==> config.mk <==
export PLATFORM = sky130hd
export DESIGN_NAME = sensorI2cMaster
export DESIGN_NICKNAME = d
export VERILOG_FILES = /design/src/i2cPkg.sv /design/src/quarterTimer.sv /design/src/txShifter.sv /design/src/rxShifter.sv /design/src/i2cSequencer.sv /design/src/sensorI2cMaster.sv
export SDC_FILE = /design/constraint.sdc
export NUM_CORES = 1
export LEC_CHECK = 0
export ABC_AREA = 1
export BUFFER_PORTS_ARGS = -buffer_cell sky130_fd_sc_hd__clkbuf_2
export CAP_MARGIN = 5
export CORE_AREA = 2 2 109 111
export DETAILED_ROUTE_END_ITERATION = 10
export DIE_AREA = 0 0 111 113
export PLACE_DENSITY = 0.66
export SYNTH_ARGS = -nofsm -noshare
export SYNTH_HDL_FRONTEND = slang
export SYNTH_HIERARCHICAL = 1
export SYNTH_SLANG_ARGS = --single-unit
==> constraint.sdc <==
create_clock -name clk -period 5.9 [get_ports clk]
set_input_delay 1.18 -clock clk [delete_from_list [all_inputs] [get_ports clk]]
set_output_delay 1.18 -clock clk [all_outputs]
set_load 0.05 [all_outputs]
==> src/i2cPkg.sv <==
package i2cPkg;

    // ======================================================================
    // Bus field types
    // ======================================================================
    typedef logic [6:0]  slaveAddrT;
    typedef logic [15:0] regAddrT;
    typedef logic [15:0] regDataT;
    typedef logic [7:0]  byteT;

    // ======================================================================
    // Sequencer states, one per bus phase
    // ======================================================================
    typedef enum logic [3:0] {
        seqIdle,
        seqStart,
        seqAddr,
        seqRegHigh,
        seqRegLow,
        seqWriteHigh,
        seqWriteLow,
        seqRestart,
        seqReadAddr,
        seqReadBit,
        seqMasterAck,
        seqStop,
        seqResponse
    } seqStateT;

    // Integer divide, rounded up
    function automatic int divCeil(int num, int den);
        return (num + den - 1) / den;
    endfunction

endpackage

==> src/quarterTimer.sv <==
`timescale 1ns/1ps

module quarterTimer #(
    parameter int QuarterTicks = 2
) (
    input  logic clk,
    input  logic arstN,
    input  logic timerStart,
    output logic quarterDone
);

    // At least one bit, even for a single-cycle quarter
    localparam int CntW = (QuarterTicks > 0) ? $clog2(QuarterTicks + 1) : 1;

    logic [CntW-1:0] count;
    logic            running;

    always_ff @(posedge clk or negedge arstN) begin
        if (!arstN) begin
            count   <= '0;
            running <= 1'b0;
        end else if (timerStart) begin
            count   <= CntW'(QuarterTicks);
            running <= 1'b1;
        end else if (running) begin
            if (count == '0) begin
                running <= 1'b0;
            end else begin
                count <= count - 1'b1;
            end
        end
    end

    // One cycle wide, QuarterTicks+1 cycles after the start edge
    assign quarterDone = running && (count == '0);

endmodule

==> src/txShifter.sv <==
`timescale 1ns/1ps

module txShifter
    import i2cPkg::*;
(
    input  logic clk,
    input  logic arstN,
    input  logic txLoad,
    input  byteT txByte,
    input  logic txShift,
    input  logic txForce,
    input  logic txLevel,
    output logic sdaLow,
    output logic lastBit
);

    byteT       shiftReg;
    logic [2:0] bitCnt;

    // Byte being sent, MSB is on the wire
    always_ff @(posedge clk) begin
        if (txLoad) begin
            shiftReg <= txByte;
        end else if (txShift) begin
            shiftReg <= shiftReg << 1;
        end
    end

    // Open-drain output, high means pull SDA low
    always_ff @(posedge clk or negedge arstN) begin
        if (!arstN) begin
            sdaLow <= 1'b0;
            bitCnt <= '0;
        end else if (txForce) begin
            sdaLow <= !txLevel;
        end else if (txLoad) begin
            sdaLow <= !txByte[7];
            bitCnt <= '0;
        end else if (txShift) begin
            sdaLow <= !shiftReg[6];
            bitCnt <= bitCnt + 3'd1;
        end
    end

    // Eighth bit on the wire, next slot is the slave acknowledge
    assign lastBit = (bitCnt == 3'd7);

endmodule

==> src/rxShifter.sv <==
`timescale 1ns/1ps

module rxShifter
    import i2cPkg::*;
(
    input  logic    clk,
    input  logic    arstN,
    input  logic    sdaIn,
    input  logic    rxClear,
    input  logic    rxSample,
    output logic    sdaBit,
    output regDataT rxWord,
    output logic    byteFull
);

    logic       sdaMeta;
    logic [2:0] bitCnt;

    // Two-flop synchronizer, idle bus level is high
    always_ff @(posedge clk or negedge arstN) begin
        if (!arstN) begin
            sdaMeta <= 1'b1;
            sdaBit  <= 1'b1;
        end else begin
            sdaMeta <= sdaIn;
            sdaBit  <= sdaMeta;
        end
    end

    // Bit count within the current byte
    always_ff @(posedge clk or negedge arstN) begin
        if (!arstN) begin
            bitCnt   <= '0;
            byteFull <= 1'b0;
        end else if (rxClear) begin
            bitCnt   <= '0;
            byteFull <= 1'b0;
        end else if (rxSample) begin
            bitCnt   <= bitCnt + 3'd1;
            byteFull <= (bitCnt == 3'd7);
        end
    end

    // Received bits enter at the LSB, so the data ends up right-aligned
    always_ff @(posedge clk) begin
        if (rxClear) begin
            rxWord <= '0;
        end else if (rxSample) begin
            rxWord <= {rxWord[14:0], sdaBit};
        end
    end

endmodule

==> src/i2cSequencer.sv <==
`timescale 1ns/1ps

module i2cSequencer
    import i2cPkg::*;
(
    input  logic      clk,
    input  logic      arstN,
    input  logic      cmdValid,
    output logic      cmdReady,
    input  slaveAddrT cmdSlaveAddr,
    input  logic      cmdWrite,
    input  regAddrT   cmdRegAddr,
    input  logic      cmdTwoBytes,
    input  regDataT   cmdWriteData,
    output logic      rspValid,
    input  logic      rspReady,
    output logic      rspErr,
    output regDataT   rspReadData,
    output logic      scl,
    input  logic      quarterDone,
    output logic      timerStart,
    output logic      txLoad,
    output byteT      txByte,
    output logic      txShift,
    output logic      txForce,
    output logic      txLevel,
    input  logic      lastBit,
    output logic      rxClear,
    output logic      rxSample,
    input  logic      sdaBit,
    input  regDataT   rxWord,
    input  logic      byteFull
);

    seqStateT   state;
    seqStateT   afterAck;
    logic [1:0] phase;
    slaveAddrT  slaveAddr;
    logic       isWrite;
    regAddrT    regAddr;
    logic       twoBytes;
    regDataT    writeData;
    logic       moreBytes;
    logic       loadPending;
    logic       ackSlot;
    logic       nack;
    logic       accept;
    logic       sendByte;

    assign accept      = (state == seqIdle) && cmdValid;
    assign cmdReady    = (state == seqIdle);
    assign rspReadData = rxWord;

    // Bus actions come one quarter apart, none after the stop condition
    assign timerStart = accept || (quarterDone && !(state == seqStop && phase == 2'd3));

    assign sendByte = (state == seqAddr) || (state == seqRegHigh) || (state == seqRegLow) ||
                      (state == seqWriteHigh) || (state == seqWriteLow) ||
                      (state == seqReadAddr);

    // Captured command fields
    always_ff @(posedge clk) begin
        if (accept) begin
            slaveAddr <= cmdSlaveAddr;
            isWrite   <= cmdWrite;
            regAddr   <= cmdRegAddr;
            twoBytes  <= cmdTwoBytes;
            writeData <= cmdWriteData;
        end
    end

    // ======================================================================
    // Byte to send and the phase that follows its acknowledge
    // ======================================================================
    always_comb begin
        case (state)
            seqRegHigh:   txByte = regAddr[15:8];
            seqRegLow:    txByte = regAddr[7:0];
            seqWriteHigh: txByte = writeData[15:8];
            seqWriteLow:  txByte = writeData[7:0];
            seqReadAddr:  txByte = {slaveAddr, 1'b1};
            default:      txByte = {slaveAddr, 1'b0};
        endcase
    end

    always_comb begin
        case (state)
            seqAddr:      afterAck = seqRegHigh;
            seqRegHigh:   afterAck = seqRegLow;
            seqWriteHigh: afterAck = seqWriteLow;
            seqReadAddr:  afterAck = seqReadBit;
            seqRegLow: begin
                if (!isWrite) begin
                    afterAck = seqRestart;
                end else begin
                    afterAck = twoBytes ? seqWriteHigh : seqWriteLow;
                end
            end
            default:      afterAck = seqStop;
        endcase
    end

    // ======================================================================
    // SDA actions, taken while SCL is low (p0) or high (p2)
    // ======================================================================
    always_comb begin
        txLoad   = 1'b0;
        txShift  = 1'b0;
        txForce  = 1'b0;
        txLevel  = 1'b1;
        rxClear  = 1'b0;
        rxSample = 1'b0;
        if (accept) begin
            // Start condition
            txForce = 1'b1;
            txLevel = 1'b0;
        end else if (quarterDone && phase == 2'd0) begin
            case (state)
                seqRestart,
                seqReadBit: txForce = 1'b1;
                seqMasterAck: begin
                    txForce = 1'b1;
                    txLevel = !moreBytes;
                end
                seqStop: begin
                    txForce = 1'b1;
                    txLevel = 1'b0;
                end
                default: begin
                    if (sendByte && ackSlot) begin
                        txForce = 1'b1;
                    end else if (sendByte && loadPending) begin
                        txLoad = 1'b1;
                    end else if (sendByte) begin
                        txShift = 1'b1;
                    end
                end
            endcase
        end else if (quarterDone && phase == 2'd2) begin
            case (state)
                seqRestart: begin
                    txForce = 1'b1;
                    txLevel = 1'b0;
                    rxClear = 1'b1;
                end
                seqStop:    txForce = 1'b1;
                seqReadBit: rxSample = 1'b1;
                default:    ;
            endcase
        end
    end

    // ======================================================================
    // State, SCL and transaction flags
    // ======================================================================
    always_ff @(posedge clk or negedge arstN) begin
        if (!arstN) begin
            state       <= seqIdle;
            phase       <= 2'd0;
            scl         <= 1'b1;
            rspValid    <= 1'b0;
            rspErr      <= 1'b0;
            moreBytes   <= 1'b0;
            loadPending <= 1'b0;
            ackSlot     <= 1'b0;
            nack        <= 1'b0;
        end else if (accept) begin
            state     <= seqStart;
            phase     <= 2'd0;
            nack      <= 1'b0;
            moreBytes <= cmdTwoBytes;
        end else if (state == seqResponse) begin
            if (rspReady) begin
                rspValid <= 1'b0;
                state    <= seqIdle;
            end
        end else if (quarterDone) begin
            phase <= phase + 2'd1;
            if (phase == 2'd1) begin
                scl <= 1'b1;
            end
            if (phase == 2'd3 && state != seqStop) begin
                scl <= 1'b0;
            end

            if (state == seqStart) begin
                // SCL low after the start condition
                scl         <= 1'b0;
                phase       <= 2'd0;
                state       <= seqAddr;
                loadPending <= 1'b1;
                ackSlot     <= 1'b0;
            end else if (sendByte) begin
                if (phase == 2'd0 && !ackSlot) begin
                    loadPending <= 1'b0;
                end
                // Slave acknowledge at mid-high of the ninth clock
                if (phase == 2'd2 && ackSlot) begin
                    nack <= sdaBit;
                end
                if (phase == 2'd3 && ackSlot) begin
                    ackSlot     <= 1'b0;
                    loadPending <= 1'b1;
                    state       <= nack ? seqStop : afterAck;
                end else if (phase == 2'd3 && lastBit) begin
                    ackSlot <= 1'b1;
                end
            end else if (phase == 2'd3) begin
                case (state)
                    seqRestart: state <= seqReadAddr;
                    seqReadBit: begin
                        if (byteFull) begin
                            state <= seqMasterAck;
                        end
                    end
                    seqMasterAck: begin
                        moreBytes <= 1'b0;
                        state     <= moreBytes ? seqReadBit : seqStop;
                    end
                    seqStop: begin
                        state    <= seqResponse;
                        rspValid <= 1'b1;
                        rspErr   <= nack;
                    end
                    default: ;
                endcase
            end
        end
    end

endmodule

==> src/sensorI2cMaster.sv <==
`timescale 1ns/1ps

module sensorI2cMaster
    import i2cPkg::*;
#(
    parameter int ClkFreq = 24_000_000,
    parameter int I2cFreq = 400_000
) (
    input  logic      clk,
    input  logic      arstN,
    input  logic      cmdValid,
    output logic      cmdReady,
    input  slaveAddrT cmdSlaveAddr,
    input  logic      cmdWrite,
    input  regAddrT   cmdRegAddr,
    input  logic      cmdTwoBytes,
    input  regDataT   cmdWriteData,
    output logic      rspValid,
    input  logic      rspReady,
    output logic      rspErr,
    output regDataT   rspReadData,
    output logic      scl,
    output logic      sdaLow,
    input  logic      sdaIn
);

    // Quarter bus period in clk cycles, rounded up so the bus is never too fast
    localparam int QuarterTicks = divCeil(ClkFreq, 4 * I2cFreq) - 1;

    logic    timerStart;
    logic    quarterDone;
    logic    txLoad;
    byteT    txByte;
    logic    txShift;
    logic    txForce;
    logic    txLevel;
    logic    lastBit;
    logic    rxClear;
    logic    rxSample;
    logic    sdaBit;
    regDataT rxWord;
    logic    byteFull;

    quarterTimer #(
        .QuarterTicks(QuarterTicks)
    ) timer (
        .clk        (clk),
        .arstN      (arstN),
        .timerStart (timerStart),
        .quarterDone(quarterDone)
    );

    txShifter tx (
        .clk    (clk),
        .arstN  (arstN),
        .txLoad (txLoad),
        .txByte (txByte),
        .txShift(txShift),
        .txForce(txForce),
        .txLevel(txLevel),
        .sdaLow (sdaLow),
        .lastBit(lastBit)
    );

    rxShifter rx (
        .clk     (clk),
        .arstN   (arstN),
        .sdaIn   (sdaIn),
        .rxClear (rxClear),
        .rxSample(rxSample),
        .sdaBit  (sdaBit),
        .rxWord  (rxWord),
        .byteFull(byteFull)
    );

    i2cSequencer seq (
        .clk         (clk),
        .arstN       (arstN),
        .cmdValid    (cmdValid),
        .cmdReady    (cmdReady),
        .cmdSlaveAddr(cmdSlaveAddr),
        .cmdWrite    (cmdWrite),
        .cmdRegAddr  (cmdRegAddr),
        .cmdTwoBytes (cmdTwoBytes),
        .cmdWriteData(cmdWriteData),
        .rspValid    (rspValid),
        .rspReady    (rspReady),
        .rspErr      (rspErr),
        .rspReadData (rspReadData),
        .scl         (scl),
        .quarterDone (quarterDone),
        .timerStart  (timerStart),
        .txLoad      (txLoad),
        .txByte      (txByte),
        .txShift     (txShift),
        .txForce     (txForce),
        .txLevel     (txLevel),
        .lastBit     (lastBit),
        .rxClear     (rxClear),
        .rxSample    (rxSample),
        .sdaBit      (sdaBit),
        .rxWord      (rxWord),
        .byteFull    (byteFull)
    );

endmodule

==> results.sh, run 1 <==
export IMPL_cp_endpoint="cmdReady"
export IMPL_insertion_delay_ns=0.33
export IMPL_setup_total_negative_slack_ns=0
export IMPL_grt_setup_unrepaired="no"
export IMPL_synth_edff_count=48
export IMPL_layout_core_utilization=0.449
export IMPL_post_cts_setup_buffer_count=0
export IMPL_post_synth_top_count_cell="sky130_fd_sc_hd__nand2_1"
export IMPL_total_switching_power_uw=837
export IMPL_crit_fanout=5
export IMPL_part_of_the_total_power_dissipated_in_the_clock_network=0.231
export IMPL_cts_sinks=92
export IMPL_crit_start="seq/state[0]"
export IMPL_core_area_sq_um=11300
export IMPL_cpMaxStageDelayCell="sky130_fd_sc_hd__dfrtp_1"
export IMPL_floorplan_die_width_um=111
export IMPL_worstSetupEndpointType="output pin"
export IMPL_die_area_sq_um=12500
export IMPL_areal_power_density_over_the_cells_nw_per_um2=430
export IMPL_ant_nets=0
export IMPL_timing_fmax_ghz=0.352
export IMPL_die_height_um=113
export IMPL_antenna_cells_inserted=0
export IMPL_drtPass1Iterations=4
export IMPL_final_min_clock_period_ns=2.84
export IMPL_yosys_cell_types_count=38
export IMPL_worst_ep_arrival_time_ns=1.66
export IMPL_largest_net_degree_at_the_start_of_global_routing=44
export IMPL_dominantRegCellSynth="sky130_fd_sc_hd__edfxtp_1"
export IMPL_netSwitchingFraction=0.385
export IMPL_cts_clk_slew_worst_paths_ns=0.06
export IMPL_post_route_cells_drive_above_1_share=0.242
export IMPL_antenna_found_initial=0
export IMPL_synth_warning_count=6
export IMPL_ys_seq_elements=92
export IMPL_viasPerCell=4.78
export IMPL_row_count=39
export IMPL_seq_area_frac_synth=0.556
export IMPL_critical_path_max_stage_delay_ns=0.43
export IMPL_worstSetupStartpointType="register"
export IMPL_gp_congestion=0.896
export IMPL_grt_usage=0.156
export IMPL_reg2reg_depth=10
export IMPL_finalHoldViolations=0
export IMPL_finalSetupViolations=0
export IMPL_avgSynthCellArea_sq_um=9.23
export IMPL_vdd_ir_drop_max_mv=0.167
export IMPL_grt_pass1_wl_um=15900
export IMPL_fillCellCount=1091
export IMPL_synth_top_cells_by_area="sky130_fd_sc_hd__edfxtp_1, sky130_fd_sc_hd__dfrtp_1, sky130_fd_sc_hd__nand2_1, sky130_fd_sc_hd__dfxtp_1, sky130_fd_sc_hd__nand3_1"
export IMPL_synth_top_area_share=0.325
export IMPL_maxSlewHeadroom=0.512
export IMPL_class_of_the_tightest_hold_or_removal_check="register to register"
export IMPL_tritoncts_clock_tree="done"
export IMPL_finalWirelength_um=9060
export IMPL_fin_worst_skew_ns=0.00806
export IMPL_cts_hold_buffers_added=0
export IMPL_final_net_count=592
export IMPL_synthTopCellsByCount="sky130_fd_sc_hd__nand2_1, sky130_fd_sc_hd__edfxtp_1, sky130_fd_sc_hd__inv_1"
export IMPL_ff2ff_setup_slack_ns=3.26
export IMPL_outcome="complete, no violations"
export IMPL_power_sequential_fraction=0.413
export IMPL_cellLeakagePower_nw=2.49
export IMPL_tightest_slew_ns=0.730
export IMPL_dp_hpwl_um=6720
export IMPL_first_global_vias=3346
export IMPL_cts_root_buffer="sky130_fd_sc_hd__clkbuf_16"
export IMPL_worst_path_cell_trace="nor2_2 -> inv_1 -> nor2_1 -> clkbuf_2"
export IMPL_count_of_input_and_output_buffers=66
export IMPL_timing_hold_worst_path_depth=0
export IMPL_worst_endpoint_required_ns=4.72
export IMPL_cts_buffers_inserted=9
export IMPL_drtIter0Drc=183
export IMPL_clock_tree_buffer_depth=2
export IMPL_syn_inst=481
export IMPL_route_detailed_wl_per_inst_um=13.2
export IMPL_yosys_area_top_type="sky130_fd_sc_hd__edfxtp_1"
export IMPL_proportion_of_power_drawn_by_combinational_gates=0.355
export IMPL_gr_total_overflow=0
export IMPL_cts_repair_resized=0
export IMPL_effective_utilization_at_floorplan=0.394
export IMPL_htree_num_levels=3
export IMPL_drt_drc_violations_left=0
export IMPL_synthesis_nets=536
export IMPL_reg2reg_to="tx/shiftReg[4]"
export IMPL_max_capacitance_violation_total=0
export IMPL_netlist_area_sq_um=4440
export IMPL_timing_worst_setup_path_type="register to output pin"
export IMPL_p_int_mw=1.34
export IMPL_boundaryPins=67
export IMPL_regToRegStartpoint="seq/state[2]"
export IMPL_final_max_slew_viol_count=0
export IMPL_post_route_fraction_of_the_period_consumed_by_the_critical_path=0.482
export IMPL_share_of_flip_flops_with_an_asynchronous_set_or_reset_after_synthesis=0.304
export IMPL_dr_total_vias=3271
export IMPL_layout_area_overhead_vs_synth_pct=14.0
-- layout by cell type (no fill, tap or decap), types with 11 or more instances in the layout --
master,count
sky130_fd_sc_hd__o21ai_0,11
sky130_fd_sc_hd__clkbuf_2,66
sky130_fd_sc_hd__dfrtp_1,25
sky130_fd_sc_hd__edfxtp_1,48
sky130_fd_sc_hd__inv_1,46
sky130_fd_sc_hd__nand2_2,11
sky130_fd_sc_hd__inv_2,12
sky130_fd_sc_hd__dfxtp_1,16
sky130_fd_sc_hd__nor2_1,24
sky130_fd_sc_hd__nand3_1,38
sky130_fd_sc_hd__nand2_1,152
-- per-layer routing --
metal	track usage	share of wire	vias up
met2	0.247	0.46	68
met4	0.0717	0.024	0
met1	0.208	0.48	1507
met5	0	0	-
li1	-	-	1676
met3	0.0327	0.039	20
-- cell type report --
class,count,area (sq um),share of cell area
sequential,92,2470,0.487
multi-input combinational,308,1590,0.314
timing repair buffer,68,345,0.0682
clock buffer,11,233,0.0460
inverter,58,218,0.0430
tap,143,179,0.0354
clock inverter,5,28.8,0.00569
-- power groups by stage --
stage          Clock, mW  Sequential [mW]  Combinational, mW
3_5_place_dp           0            0.912              0.772
2_1_floorplan          0            0.900              0.588
4_1_cts            0.522            0.900              0.774
3_3_place_gp           0            0.907              0.765
5_1_grt            0.544            0.914              0.885
6_report           0.503            0.899              0.773
-- registers in the layout (all words and copies together), names as in the netlist, 2 cells and up --
name and count:
seq/writeData 16, rx/bitCnt 3, seq/slaveAddr 7, tx/shiftReg 7, seq/regAddr 16, seq/phase 2, seq/state 4, timer/count 4
rx/rxWord 16, tx/bitCnt 3
-- worst min path at each step --
stage,from,end,slack [ns]
5_1_grt,rx/sdaMeta,rx/sdaBit,0.36
6_report,rx/sdaMeta,rx/sdaBit,0.35
4_1_cts,rx/sdaMeta,rx/sdaBit,0.36
3_3_place_gp,rx/sdaMeta,rx/sdaBit,0.35
2_1_floorplan,rx/sdaMeta,rx/sdaBit,0.35
3_5_place_dp,rx/sdaMeta,rx/sdaBit,0.35
-- metrics by stage --
stage	power [mW]	hold slack, ns	instance area, sq um	worst slack [ns]	instances
6_report	2.18	0.355	5060	3.06	685
5_1_grt	2.34	0.357	5060	2.93	685
4_1_cts	2.20	0.356	5060	3.01	685
3_5_place_dp	1.68	0.347	4800	3.25	669
3_3_place_gp	1.67	0.347	4800	3.33	669
2_1_floorplan	1.49	0.345	4440	2.95	481
-- critical path, delay by kind of cell, from the launching register on --
family | cells | cell delay [ns]
flops | 1 | 0.43
simple gates | 2 | 0.44
buf+inv | 2 | 0.46
-- cell families after synthesis --
group / after synthesis / synth area share
fa+ha+maj: 9 / 0.0254
compound gates: 37 / 0.0553
buf+inv: 81 / 0.0874
simple gates: 262 / 0.276
flops: 92 / 0.556
(Power assumes the default switching activity.)
==> run 2: changes to the inputs <==
clock period = 3 ns   (was 5.9 ns; I/O delays follow)
==> results.sh, run 2 (same netlist as run 1, synthesis figures left out) <==
export IMPL_dp_hpwl_um=6660
export IMPL_drt_drc_violations_left=0
export IMPL_tightest_slew_ns=0.700
export IMPL_detail_route_wirelength_met1_um=4410
export IMPL_detailroute_wirelength_met3_um=246
export IMPL_die_area_sq_um=12500
export IMPL_floorplan_die_width_um=111
export IMPL_largest_net_degree_at_the_start_of_global_routing=43
export IMPL_final_net_count=594
export IMPL_p_int_mw=2.81
export IMPL_netSwitchingFraction=0.369
export IMPL_fin_worst_skew_ns=0.00490
export IMPL_worst_ep_arrival_time_ns=2.69
export IMPL_post_cts_setup_buffer_count=0
export IMPL_layout_area_overhead_vs_synth_pct=15.4
export IMPL_worstSetupStartpointType="register"
export IMPL_finalWirelength_um=9080
export IMPL_cts_root_buffer="sky130_fd_sc_hd__clkbuf_16"
export IMPL_class_of_the_tightest_hold_or_removal_check="input port to asynchronous set/reset pin"
export IMPL_clock_tree_buffer_depth=2
export IMPL_finalSetupViolations=0
export IMPL_die_height_um=113
export IMPL_first_global_vias=3168
export IMPL_gp_congestion=0.875
export IMPL_power_sequential_fraction=0.397
export IMPL_effective_utilization_at_floorplan=0.394
export IMPL_cts_buffers_inserted=9
export IMPL_final_min_clock_period_ns=2.41
export IMPL_outcome="complete, no violations"
export IMPL_route_detailed_wl_per_inst_um=13.2
export IMPL_antenna_cells_inserted=0
export IMPL_top_layer_used="met4"
export IMPL_cts_clk_slew_worst_paths_ns=0.06
export IMPL_cts_repair_resized=0
export IMPL_tritoncts_clock_tree="done"
export IMPL_mostFrequentLayoutCell="sky130_fd_sc_hd__nand2_1"
export IMPL_gr_total_overflow=0
export IMPL_htree_num_levels=3
export IMPL_vdd_ir_drop_max_mv=0.382
export IMPL_final_max_slew_viol_count=0
export IMPL_core_area_sq_um=11300
export IMPL_grt_setup_unrepaired="no"
export IMPL_areal_power_density_over_the_cells_nw_per_um2=868
export IMPL_ant_nets=0
export IMPL_grt_pass1_wl_um=15200
export IMPL_viasPerCell=4.72
export IMPL_insertion_delay_ns=0.34
export IMPL_proportion_of_power_drawn_by_combinational_gates=0.339
export IMPL_post_route_fraction_of_the_period_consumed_by_the_critical_path=0.804
export IMPL_regToRegStartpoint="timer/count[0]"
export IMPL_cts_hold_buffers_added=0
export IMPL_hold_slack_final_ns=0.299
export IMPL_drtPass1Iterations=4
export IMPL_drtIter0Drc=196
export IMPL_routed_wl_met2_um=4300
export IMPL_dr_total_vias=3243
export IMPL_crit_fanout=6
export IMPL_crit_start="timer/count[0]"
export IMPL_most_frequent_cells_in_the_layout="sky130_fd_sc_hd__nand2_1, sky130_fd_sc_hd__clkbuf_2, sky130_fd_sc_hd__edfxtp_1, sky130_fd_sc_hd__inv_1, sky130_fd_sc_hd__nand3_1"
export IMPL_maxSlewHeadroom=0.534
export IMPL_setup_total_negative_slack_ns=0
export IMPL_total_power_mw=4.45
export IMPL_cellLeakagePower_nw=2.53
export IMPL_finalHoldViolations=0
export IMPL_cts_sinks=92
export IMPL_part_of_the_total_power_dissipated_in_the_clock_network=0.264
export IMPL_post_route_cells_drive_above_1_share=0.244
export IMPL_row_count=39
export IMPL_worstSetupEndpointType="register"
export IMPL_reg_largest_list="rx/rxWord (16), seq/regAddr (16), seq/writeData (16)"
export IMPL_worst_endpoint_required_ns=3.27
export IMPL_grt_usage=0.152
export IMPL_timing_worst_setup_path_type="register to register"
export IMPL_max_capacitance_violation_total=0
export IMPL_count_of_input_and_output_buffers=66
export IMPL_antenna_found_initial=0
export IMPL_timing_fmax_ghz=0.415
export IMPL_total_switching_power_mw=1.64
export IMPL_boundaryPins=67
[run 2: cell count changes in the layout (fill, tap and decap cells not counted)]
cell                         previous run  this run
sky130_fd_sc_hd__buf_4                  2         4
sky130_fd_sc_hd__bufinv_16              0         2
sky130_fd_sc_hd__clkinvlp_2             1         0
sky130_fd_sc_hd__clkinvlp_4             1         0
[run 2: area by class of cell]
cell class / count / area [sq um]
multi-input combinational: 308 / 1590
clock inverter: 5 / 76.3
tap: 143 / 179
clock buffer: 11 / 233
timing repair buffer: 70 / 360
sequential: 92 / 2470
fill: 1082 / 6150
inverter: 58 / 218
[run 2: path summary, 6_finish.rpt]
| kind | to | slack [ns] | cells after the start |
|---|---|---|---|
| worst max-delay path | tx/sdaLow | 0.59 | 12 |
| worst min-delay path | tx/bitCnt[2] | 0.30 | 1 |
| worst max register to register | tx/sdaLow | 0.59 | 12 |
| worst min register to register | rx/sdaBit | 0.35 | 0 |
| max in group asynchronous | rx/bitCnt[1] | 2.24 | 1 |
| min in group clk | rx/sdaMeta | 0.35 | 1 |
[run 2: stage by stage]
stage,std cells,utilization,worst slack [ns],area (sq um)
final,687,0.454,0.588,5120
after global routing,687,0.454,0.258,5120
after CTS,687,0.454,0.582,5120
after detailed placement,671,0.427,0.587,4810
after global placement,671,0.427,0.690,4810
after floorplan,481,-,0.514,4440
[run 2: worst max-delay path, cell delays in order, from the launching register on]
cell and delay (ns):
sky130_fd_sc_hd__dfrtp_1 0.37, sky130_fd_sc_hd__inv_2 0.09, sky130_fd_sc_hd__ha_1 0.21, sky130_fd_sc_hd__nand3_2 0.11, sky130_fd_sc_hd__nor2_1 0.30, sky130_fd_sc_hd__nand3_1 0.21, sky130_fd_sc_hd__nor2_1 0.30, sky130_fd_sc_hd__nor2_1 0.09
sky130_fd_sc_hd__o211ai_1 0.17, sky130_fd_sc_hd__inv_1 0.14, sky130_fd_sc_hd__o21ai_1 0.19, sky130_fd_sc_hd__nand2_1 0.10, sky130_fd_sc_hd__nand2_1 0.08
[run 2: metal layers]
layer / vias up / GRT usage
li1: 1677 / -
met1: 1504 / 0.207
met2: 52 / 0.240
met3: 10 / 0.0225
met4: 0 / 0.0742
met5: - / 0
[run 2: power by group through the flow]
stage / Clock [mW] / Combinational, mW / Sequential, mW
floorplan: 0 / 1.16 / 1.77
global placement: 0 / 1.48 / 1.78
detailed placement: 0 / 1.51 / 1.79
CTS: 1.20 / 1.51 / 1.76
global route: 1.26 / 1.71 / 1.79
finish: 1.18 / 1.51 / 1.76
